$ cat src/include/rv_macros.svh
`ifndef RV_MACROS_SVH
`define RV_MACROS_SVH

// Fetch address space

// Instruction address width in bits
`define ADDR_WIDTH 32

// First fetch address after reset
`define RESET_PC 'h0000_0000

// Issue flow control

// Credits after reset match the depth of the execute input buffer
`define ISSUE_CREDITS 4

// Wide enough to hold ISSUE_CREDITS
`define CREDIT_WIDTH 3

`endif
$ cat src/logic/rv_types_pkg.sv
`include "rv_macros.svh"

package rv_types_pkg;

    typedef logic [`ADDR_WIDTH-1:0] inst_addr_t;  // Instruction address
    typedef logic [31:0]            inst_t;       // Full size instruction word
    typedef logic [4:0]             reg_idx_t;    // Register index
    typedef logic [6:0]             opcode_t;

    typedef enum logic [2:0] {
        FMT_R,
        FMT_I,
        FMT_S,
        FMT_B,
        FMT_U,
        FMT_J,
        FMT_ILLEGAL
    } inst_format_t;

    // RV32I base opcodes
    localparam opcode_t OPC_LOAD     = 7'b0000011;
    localparam opcode_t OPC_MISC_MEM = 7'b0001111;
    localparam opcode_t OPC_OP_IMM   = 7'b0010011;
    localparam opcode_t OPC_AUIPC    = 7'b0010111;
    localparam opcode_t OPC_STORE    = 7'b0100011;
    localparam opcode_t OPC_OP       = 7'b0110011;
    localparam opcode_t OPC_LUI      = 7'b0110111;
    localparam opcode_t OPC_BRANCH   = 7'b1100011;
    localparam opcode_t OPC_JALR     = 7'b1100111;
    localparam opcode_t OPC_JAL      = 7'b1101111;
    localparam opcode_t OPC_SYSTEM   = 7'b1110011;

    localparam inst_t INST_NOP = 32'h0000_0013;   // ADDI x0, x0, 0

    typedef struct packed {
        inst_addr_t pc;
        inst_t      inst;        // Already expanded
        logic       compressed;
        logic       illegal;
    } fetch_payload_t;

    typedef struct packed {
        inst_addr_t   pc;
        inst_t        inst;
        logic         compressed;
        inst_format_t format;
        reg_idx_t     rd;
        reg_idx_t     rs1;
        reg_idx_t     rs2;
        logic [31:0]  imm;       // Sign extended
    } decode_payload_t;

endpackage

$ cat src/logic/fetch_decode_top.sv
`timescale 1ns/100ps

module fetch_decode_top (
    input  logic                       i_clock,
    input  logic                       i_reset,
    input  rv_types_pkg::inst_t        i_imem_data,     // Same cycle read
    input  logic                       i_redirect,
    input  rv_types_pkg::inst_addr_t   i_redirect_pc,
    input  logic                       i_credit_return,
    output rv_types_pkg::inst_addr_t   o_imem_addr,
    output logic                       o_issue_valid,
    output rv_types_pkg::inst_addr_t   o_issue_pc,
    output rv_types_pkg::inst_t        o_issue_inst,
    output logic                       o_issue_compressed,
    output rv_types_pkg::inst_format_t o_issue_format,
    output rv_types_pkg::reg_idx_t     o_issue_rd,
    output rv_types_pkg::reg_idx_t     o_issue_rs1,
    output rv_types_pkg::reg_idx_t     o_issue_rs2,
    output logic [31:0]                o_issue_imm
);
    import rv_types_pkg::*;

    inst_addr_t      fetch_pc;
    logic            fetch_valid;
    inst_t           exp_inst;
    logic            exp_compressed;
    logic            exp_illegal;
    fetch_payload_t  if_id_in;
    fetch_payload_t  if_id_out;
    logic            if_id_valid;
    decode_payload_t dec_out;
    decode_payload_t id_ex_out;
    logic            id_ex_valid;
    logic            stall;

    fetch_pc_unit pc_unit (
        .i_clock(i_clock), .i_reset(i_reset), .i_stall(stall),
        .i_redirect(i_redirect), .i_redirect_pc(i_redirect_pc),
        .i_compressed(exp_compressed), .o_pc(fetch_pc), .o_valid(fetch_valid));

    compressed_expander expander (
        .i_raw(i_imem_data), .o_inst(exp_inst),
        .o_compressed(exp_compressed), .o_illegal(exp_illegal));

    assign if_id_in = '{pc: fetch_pc, inst: exp_inst,
                        compressed: exp_compressed, illegal: exp_illegal};

    pipeline_stage_reg #(.T_PAYLOAD(fetch_payload_t)) if_id (
        .i_clock(i_clock), .i_reset(i_reset), .i_flush(i_redirect), .i_stall(stall),
        .i_valid(fetch_valid), .i_payload(if_id_in),
        .o_valid(if_id_valid), .o_payload(if_id_out));

    instr_decoder decoder (.i_payload(if_id_out), .o_payload(dec_out));

    pipeline_stage_reg #(.T_PAYLOAD(decode_payload_t)) id_ex (
        .i_clock(i_clock), .i_reset(i_reset), .i_flush(i_redirect), .i_stall(stall),
        .i_valid(if_id_valid), .i_payload(dec_out),
        .o_valid(id_ex_valid), .o_payload(id_ex_out));

    issue_credit_gate credit_gate (
        .i_clock(i_clock), .i_reset(i_reset), .i_valid(id_ex_valid),
        .i_credit_return(i_credit_return),
        .o_issue_valid(o_issue_valid), .o_stall(stall));

    assign o_imem_addr        = fetch_pc;
    assign o_issue_pc         = id_ex_out.pc;
    assign o_issue_inst       = id_ex_out.inst;
    assign o_issue_compressed = id_ex_out.compressed;
    assign o_issue_format     = id_ex_out.format;
    assign o_issue_rd         = id_ex_out.rd;
    assign o_issue_rs1        = id_ex_out.rs1;
    assign o_issue_rs2        = id_ex_out.rs2;
    assign o_issue_imm        = id_ex_out.imm;

endmodule

$ cat src/logic/issue_credit_gate.sv
`timescale 1ns/100ps

`include "rv_macros.svh"

module issue_credit_gate (
    input  logic i_clock,
    input  logic i_reset,
    input  logic i_valid,           // ID/EX holds an instruction
    input  logic i_credit_return,   // One slot freed downstream
    output logic o_issue_valid,
    output logic o_stall            // Freeze the whole front end
);

    typedef logic [`CREDIT_WIDTH-1:0] credit_cnt_t;

    localparam credit_cnt_t MAX_CREDITS = credit_cnt_t'(`ISSUE_CREDITS);

    credit_cnt_t credits;
    logic        has_credit;

    assign has_credit    = (credits != '0);
    assign o_issue_valid = i_valid && has_credit;
    assign o_stall       = i_valid && !has_credit;

    always_ff @(posedge i_clock)
    begin
        if (i_reset)
            credits <= MAX_CREDITS;
        else
        begin
            case ({o_issue_valid, i_credit_return})
                2'b10:
                    credits <= credits - 1'b1;      // Issue only
                2'b01:
                begin
                    if (credits != MAX_CREDITS)     // Never above buffer depth
                        credits <= credits + 1'b1;
                end
                default: ;                          // Both or neither
            endcase
        end
    end

endmodule

$ cat src/logic/instr_decoder.sv
`timescale 1ns/100ps

module instr_decoder (
    input  rv_types_pkg::fetch_payload_t  i_payload,
    output rv_types_pkg::decode_payload_t o_payload
);
    import rv_types_pkg::*;

    inst_t        inst;
    inst_format_t format;
    logic [31:0]  imm;
    reg_idx_t     rd;
    reg_idx_t     rs1;
    reg_idx_t     rs2;

    assign inst = i_payload.inst;

    always_comb
    begin
        if (i_payload.illegal)
            format = FMT_ILLEGAL;
        else
        begin
            case (inst[6:0])
                OPC_OP:                          format = FMT_R;
                OPC_OP_IMM, OPC_LOAD, OPC_JALR:  format = FMT_I;
                OPC_MISC_MEM, OPC_SYSTEM:        format = FMT_I;
                OPC_STORE:                       format = FMT_S;
                OPC_BRANCH:                      format = FMT_B;
                OPC_LUI, OPC_AUIPC:              format = FMT_U;
                OPC_JAL:                         format = FMT_J;
                default:                         format = FMT_ILLEGAL;
            endcase
        end
    end

    always_comb
    begin
        case (format)
            FMT_I:   imm = {{20{inst[31]}}, inst[31:20]};
            FMT_S:   imm = {{20{inst[31]}}, inst[31:25], inst[11:7]};
            FMT_B:   imm = {{19{inst[31]}}, inst[31], inst[7], inst[30:25], inst[11:8], 1'b0};
            FMT_U:   imm = {inst[31:12], 12'd0};
            FMT_J:   imm = {{11{inst[31]}}, inst[31], inst[19:12], inst[20], inst[30:21], 1'b0};
            default: imm = 32'd0;               // R and illegal
        endcase
    end

    // Only the register fields the format really has are passed on
    always_comb
    begin
        rd  = inst[11:7];
        rs1 = inst[19:15];
        rs2 = inst[24:20];
        case (format)
            FMT_R:        ;
            FMT_I:        rs2 = 5'd0;
            FMT_S, FMT_B: rd  = 5'd0;
            FMT_U, FMT_J:
            begin
                rs1 = 5'd0;
                rs2 = 5'd0;
            end
            default:
            begin
                rd  = 5'd0;
                rs1 = 5'd0;
                rs2 = 5'd0;
            end
        endcase
    end

    assign o_payload = '{pc: i_payload.pc, inst: inst, compressed: i_payload.compressed,
                         format: format, rd: rd, rs1: rs1, rs2: rs2, imm: imm};

endmodule

$ cat src/logic/pipeline_stage_reg.sv
`timescale 1ns/100ps

module pipeline_stage_reg #(
    parameter type T_PAYLOAD = logic [31:0]
) (
    input  logic     i_clock,
    input  logic     i_reset,
    input  logic     i_flush,       // Drop the held entry
    input  logic     i_stall,       // Keep the held entry
    input  logic     i_valid,
    input  T_PAYLOAD i_payload,
    output logic     o_valid,
    output T_PAYLOAD o_payload
);

    // Flush takes priority over stall so a redirect is never lost
    always_ff @(posedge i_clock)
    begin
        if (i_reset || i_flush)
        begin
            o_valid   <= 1'b0;
            o_payload <= '0;
        end
        else if (!i_stall)
        begin
            o_valid   <= i_valid;
            o_payload <= i_payload;
        end
    end

endmodule

$ cat src/logic/compressed_expander.sv
`timescale 1ns/100ps

module compressed_expander (
    input  rv_types_pkg::inst_t i_raw,          // Low halfword is the instruction
    output rv_types_pkg::inst_t o_inst,         // 32 bit form
    output logic                o_compressed,
    output logic                o_illegal       // Unsupported compressed form
);
    import rv_types_pkg::*;

    logic        compressed;
    logic [1:0]  quadrant;
    logic [2:0]  funct3;
    reg_idx_t    rd_full;                       // CI/CR register fields
    reg_idx_t    rs2_full;
    reg_idx_t    rd_prime;                      // CL/CS registers x8..x15
    reg_idx_t    rs1_prime;
    logic [11:0] ci_imm;
    logic [11:0] mem_off;
    logic [20:0] j_off;

    assign compressed = (i_raw[1:0] != 2'b11);
    assign quadrant   = i_raw[1:0];
    assign funct3     = i_raw[15:13];
    assign rd_full    = i_raw[11:7];
    assign rs2_full   = i_raw[6:2];
    assign rd_prime   = {2'b01, i_raw[4:2]};
    assign rs1_prime  = {2'b01, i_raw[9:7]};

    assign ci_imm  = {{6{i_raw[12]}}, i_raw[12], i_raw[6:2]};
    assign mem_off = {5'd0, i_raw[5], i_raw[12:10], i_raw[6], 2'b00};  // Word scaled

    // C.J offset bits are scrambled in the encoding
    assign j_off = {{9{i_raw[12]}}, i_raw[12], i_raw[8], i_raw[10:9], i_raw[6],
                    i_raw[7], i_raw[2], i_raw[11], i_raw[5:3], 1'b0};

    always_comb
    begin
        o_inst    = INST_NOP;
        o_illegal = 1'b0;
        if (!compressed)
            o_inst = i_raw;                     // Already full size
        else
        begin
            case ({quadrant, funct3})
                5'b01_000: // C.ADDI, C.NOP when rd is x0
                    o_inst = {ci_imm, rd_full, 3'b000, rd_full, OPC_OP_IMM};
                5'b01_010: // C.LI
                    o_inst = {ci_imm, 5'd0, 3'b000, rd_full, OPC_OP_IMM};
                5'b01_101: // C.J
                    o_inst = {j_off[20], j_off[10:1], j_off[11], j_off[19:12],
                              5'd0, OPC_JAL};
                5'b00_010: // C.LW
                    o_inst = {mem_off, rs1_prime, 3'b010, rd_prime, OPC_LOAD};
                5'b00_110: // C.SW
                    o_inst = {mem_off[11:5], rd_prime, rs1_prime, 3'b010,
                              mem_off[4:0], OPC_STORE};
                5'b10_100:
                begin
                    if (rs2_full == 5'd0)
                        o_illegal = 1'b1;       // C.JR, C.JALR, C.EBREAK
                    else if (i_raw[12])
                        o_inst = {7'd0, rs2_full, rd_full, 3'b000, rd_full, OPC_OP};
                    else
                        o_inst = {7'd0, rs2_full, 5'd0, 3'b000, rd_full, OPC_OP};
                end
                default:
                    o_illegal = 1'b1;
            endcase
        end
    end

    assign o_compressed = compressed;

endmodule

$ cat src/logic/fetch_pc_unit.sv
`timescale 1ns/100ps

`include "rv_macros.svh"

module fetch_pc_unit (
    input  logic                     i_clock,
    input  logic                     i_reset,
    input  logic                     i_stall,        // Hold the current fetch
    input  logic                     i_redirect,     // Load new target
    input  rv_types_pkg::inst_addr_t i_redirect_pc,
    input  logic                     i_compressed,   // Fetched instruction is 16 bit
    output rv_types_pkg::inst_addr_t o_pc,
    output logic                     o_valid
);
    import rv_types_pkg::*;

    inst_addr_t pc;
    inst_addr_t step;
    logic       running;

    assign step = i_compressed ? inst_addr_t'(2) : inst_addr_t'(4);

    // First cycle out of reset is a bubble and the PC only starts walking
    // once the fetch is marked valid
    always_ff @(posedge i_clock)
    begin
        if (i_reset)
        begin
            pc      <= inst_addr_t'(`RESET_PC);
            running <= 1'b0;
        end
        else if (i_redirect)
        begin
            pc      <= i_redirect_pc;   // Wins over a stall
            running <= 1'b1;
        end
        else if (!running)
        begin
            running <= 1'b1;            // Fetch RESET_PC next cycle
        end
        else if (!i_stall)
        begin
            pc <= pc + step;            // Sequential step
        end
    end

    assign o_pc    = pc;
    assign o_valid = running;

endmodule

$ cat config.mk
export PLATFORM = sky130hd
export DESIGN_NAME = fetch_decode_top
export DESIGN_NICKNAME = d
export VERILOG_FILES = /design/src/logic/rv_types_pkg.sv /design/src/logic/fetch_decode_top.sv /design/src/logic/issue_credit_gate.sv /design/src/logic/instr_decoder.sv /design/src/logic/pipeline_stage_reg.sv /design/src/logic/compressed_expander.sv /design/src/logic/fetch_pc_unit.sv
export VERILOG_INCLUDE_DIRS = /design/src /design/src/include
export SDC_FILE = /design/constraint.sdc
export NUM_CORES = 1
export LEC_CHECK = 0
export ABC_AREA = 0
export BUFFER_PORTS_ARGS = -buffer_cell sky130_fd_sc_hd__buf_2
export CAP_MARGIN = 20
export CORE_UTILIZATION = 45
export DETAILED_ROUTE_END_ITERATION = 16
export GPL_ROUTABILITY_DRIVEN = 0
export GPL_TIMING_DRIVEN = 0
export PLACE_DENSITY = 0.67
export SLEW_MARGIN = 20
export SYNTH_ARGS = -nofsm -noshare
export SYNTH_HDL_FRONTEND = slang
export SYNTH_SLANG_ARGS = --single-unit
$ cat constraint.sdc
create_clock -name i_clock -period 7.6 [get_ports i_clock]
set_clock_uncertainty 0.1 [all_clocks]
set_input_delay 0.38 -clock i_clock [delete_from_list [all_inputs] [get_ports i_clock]]
set_output_delay 0.38 -clock i_clock [all_outputs]
set_load 0.01 [all_outputs]
==> results.yml <==
floorplanning:
  num_rows: 51
  fp.dieH_um: 143
  die_x_um: 143
  dieArea_um2: 20500
  initial_utilization: 0.460
  fp.coreArea_um2: 19500
  ios: 216
synth:
  ys_seq_elements: 219
  post-synth-top-area-fraction: 0.488
  synth_cell_types: 65
  avgSynthCellArea_um2: 7.97
  syn_area_um2: 8980
  synth.area.top_cells: "dfxtp_1 49%, nand2_1 11%, a21oi_1 9.4%, o21ai_0 4.2%, nor2_1 3.6%"
  yosysMostFrequentCell: "nand2_1"
  synth_edf_count: 0
  yosys.area.top_type: "dfxtp_1"
  synthCells: 1127
  ys_seq_area_frac: 0.488
  ys_async_sr_fraction: 0
  ys_warn_count: 0
  postSynthNetCount: 1199
  ys.flop_type: "dfxtp_1"
  synthTopCellsByCount: "265 x nand2_1, 219 x dfxtp_1, 169 x a21oi_1, 87 x nor2_1, 75 x o21ai_0"
worst_setup_path:
  criticalPathCategory: "register to register"
  critPathBufInv: 3
  critPathSlowestCell: "nor4b_1"
  cp-start-kind: "register"
  endpoint: "id_ex.o_payload[7]"
  critPathMaxFanout: 10
  cp.required_ps: 7950
  cpPeakStageDelay_ps: 770
  crit_path_cell_trace: "buf_4, nor4b_1, clkbuf_1, clkbuf_1, a22oi_1, nor2_1"
  reg2reg_depth: 6
  cp_common_cell: "clkbuf_1"
  arrival_ps: 3130
  rrSetupSlack_ps: 4820
  crit_family: "buffers and inverters"
  r2r-end: "id_ex.o_payload[7]"
  end_kind: "register"
  critPathLaunch: "credit_gate.credits[0]"
  reg2reg_from: "credit_gate.credits[0]"
  cp.depth: 6
sta:
  layout_min_cycle_time_ps: 2780
  whs_ps: 24.3
  finalCritPeriodShare: 0.365
  slew_headroom: 0.399
  slew_violations: 0
  max_clock_freq_mhz: 360
  finalHoldViolCount: 0
  worst-slew-pin-transition_ps: 890
  setup_tns_ps: 0
  rsz0062_at_grt: "false"
  finalSetupViolations: 0
detailed_routing:
  drt-vias-per-instance: 5.49
  wl_per_cell_um: 17.6
  drc_errors: 0
  routed_wl_um: 29200
  final_antenna_net_count: 0
  num_vias: 9071
  dr.pass1.iters: 6
  first_iter_violations: 712
clock_network:
  clock-sinks: 219
  clockBufferDepth: 3
  cts_tree: "built"
  clock-root-buffer: "clkbuf_16"
  cts_made_buffers: 24
  cts.clk_slew.worst_paths_ps: 60
  htreeDepth: 1
  postCtsSetupBuffers: 0
  clock_latency_ps: 520
power:
  p_leak_nw: 4.43
  p_per_area_nw_per_um2: 227
  intPower_mw: 1.93
  clockPowerShare: 0.454
  vdd_drop_max_mv: 0.133
  seq_power_share: 0.475
  pwr-share-comb: 0.071
  switching_share: 0.243
  p_switching_uw: 620
global_routing:
  antenna_found_initial: 0
  busiest_layer: "met2"
  grtUsageMet2: 0.464
  grt-ovfl-total: 0
  grt_max_degree: 14
  grtUsageMet3: 0.0457
  grt.total_usage: 0.278
  grt_pass1_vias: 8183
  grt_pass1_wl_um: 44300
  use_met1: 0.360
layout:
  fin_area_um2: 11200
  multi_input_area_um2: 4210
  fill_cells: 1938
  num_antenna_cells: 0
  ff_latch_area_um2: 4380
  final_cell_count_no_fill: 1653
  utilization: 0.574
  layout-drive-gt1-share: 0.204
  syn_to_final_growth_pct: 24.8
  num-nets-final: 1442
run_status:
  status: "complete, no violations"
place:
  placed_cell_area_um2: 10400
  place.port_buffers: 214
  dp_hpwl_um: 21500
  dpl.cell_count: 1606
run:
  drv_cap: 0
min_path:
  hp-class: "input port to register"
-- power groups by stage --
stage	combinational, mW	clock [mW]	sequential, mW
final	0.182	1.16	1.21
after global routing	0.200	1.23	1.21
after CTS	0.180	1.17	1.21
after detailed placement	0.178	0	1.24
after global placement	0.175	0	1.23
after floorplan	0.0976	0	1.23
-- worst min path at each step --
stage | endpoint | start | depth (start not counted) | slack, ps
final | pc_unit.o_pc[8] | i_reset | 2 | 20
after global routing | pc_unit.o_pc[8] | i_reset | 2 | 9
after CTS | pc_unit.o_pc[8] | i_reset | 2 | 7
after detailed placement | id_ex.o_payload[13] | id_ex.o_payload[13] | 2 | 340
after global placement | id_ex.o_payload[15] | id_ex.o_payload[15] | 2 | 330
after floorplan | if_id.o_payload[34] | if_id.o_payload[34] | 2 | 330
-- sequential cells by signal, indices dropped and copies added (netlist names) --
signal and cells:
pc_unit.o_pc 32, pc_unit.o_valid 1, credit_gate.credits 3, id_ex.o_payload 115, id_ex.o_valid 1, if_id.o_payload 66, if_id.o_valid 1
-- final cells by class --
type	count	share of cell area
Clock buffer	33	0.0629
Inverter	13	0.00435
Sequential cell	219	0.391
Timing Repair Buffer	217	0.0982
Multi-Input combinational cell	810	0.376
Clock inverter	11	0.00792
Tap cell	265	0.0296
Buffer	85	0.0304
-- routing by layer --
| layer | up-vias | routed length (um) | part of all wire |
|---|---|---|---|
| li1 | 4363 | - | - |
| met1 | 4195 | 12000 | 0.41 |
| met2 | 435 | 13400 | 0.46 |
| met3 | 78 | 2710 | 0.093 |
| met4 | 0 | 1070 | 0.037 |
| met5 | - | 0 | 0 |
-- cell usage in the layout, fill, tap and decap left out, drive strengths merged, types with 4 or more instances in the layout --
master,count
nand2,265
buf,230
dfxtp,219
a21oi,169
clkbuf,102
nor2,88
o21ai,75
a22oi,27
xnor2,21
a211oi,15
nor3,15
a31oi,13
inv,13
nand2b,9
xor2,8
nand3,8
and3,8
clkinv,8
a221oi,7
nor3b,6
nand4,6
nor2b,5
o21a,4
a21o,4
-- repair_timing --
item,4_1_cts,5_1_grt
hold buffers,3,0
endpoints found under the setup margin,0,0
endpoints found under the hold margin,3,0
resized for setup,0,0
-- kinds of logic after synthesis --
logic type,synth area share
buffers and inverters,0.0433
XOR/XNOR,0.0283
multiplexers,0.00599
adder cells (fa/ha/maj),0.00724
AND/OR/NAND/NOR,0.210
AO/OA/AOI/OAI,0.217
flip-flops,0.488
-- through the flow --
| stage | power (mW) | setup slack, ps |
|---|---|---|
| 2_1_floorplan | 1.33 | 4940 |
| 3_5_place_dp | 1.41 | 4390 |
| 6_report | 2.55 | 4820 |
| 4_1_cts | 2.56 | 4800 |
| 5_1_grt | 2.64 | 4580 |
| 3_3_place_gp | 1.41 | 4380 |
Note: power is estimated with default switching activity, not from simulation.
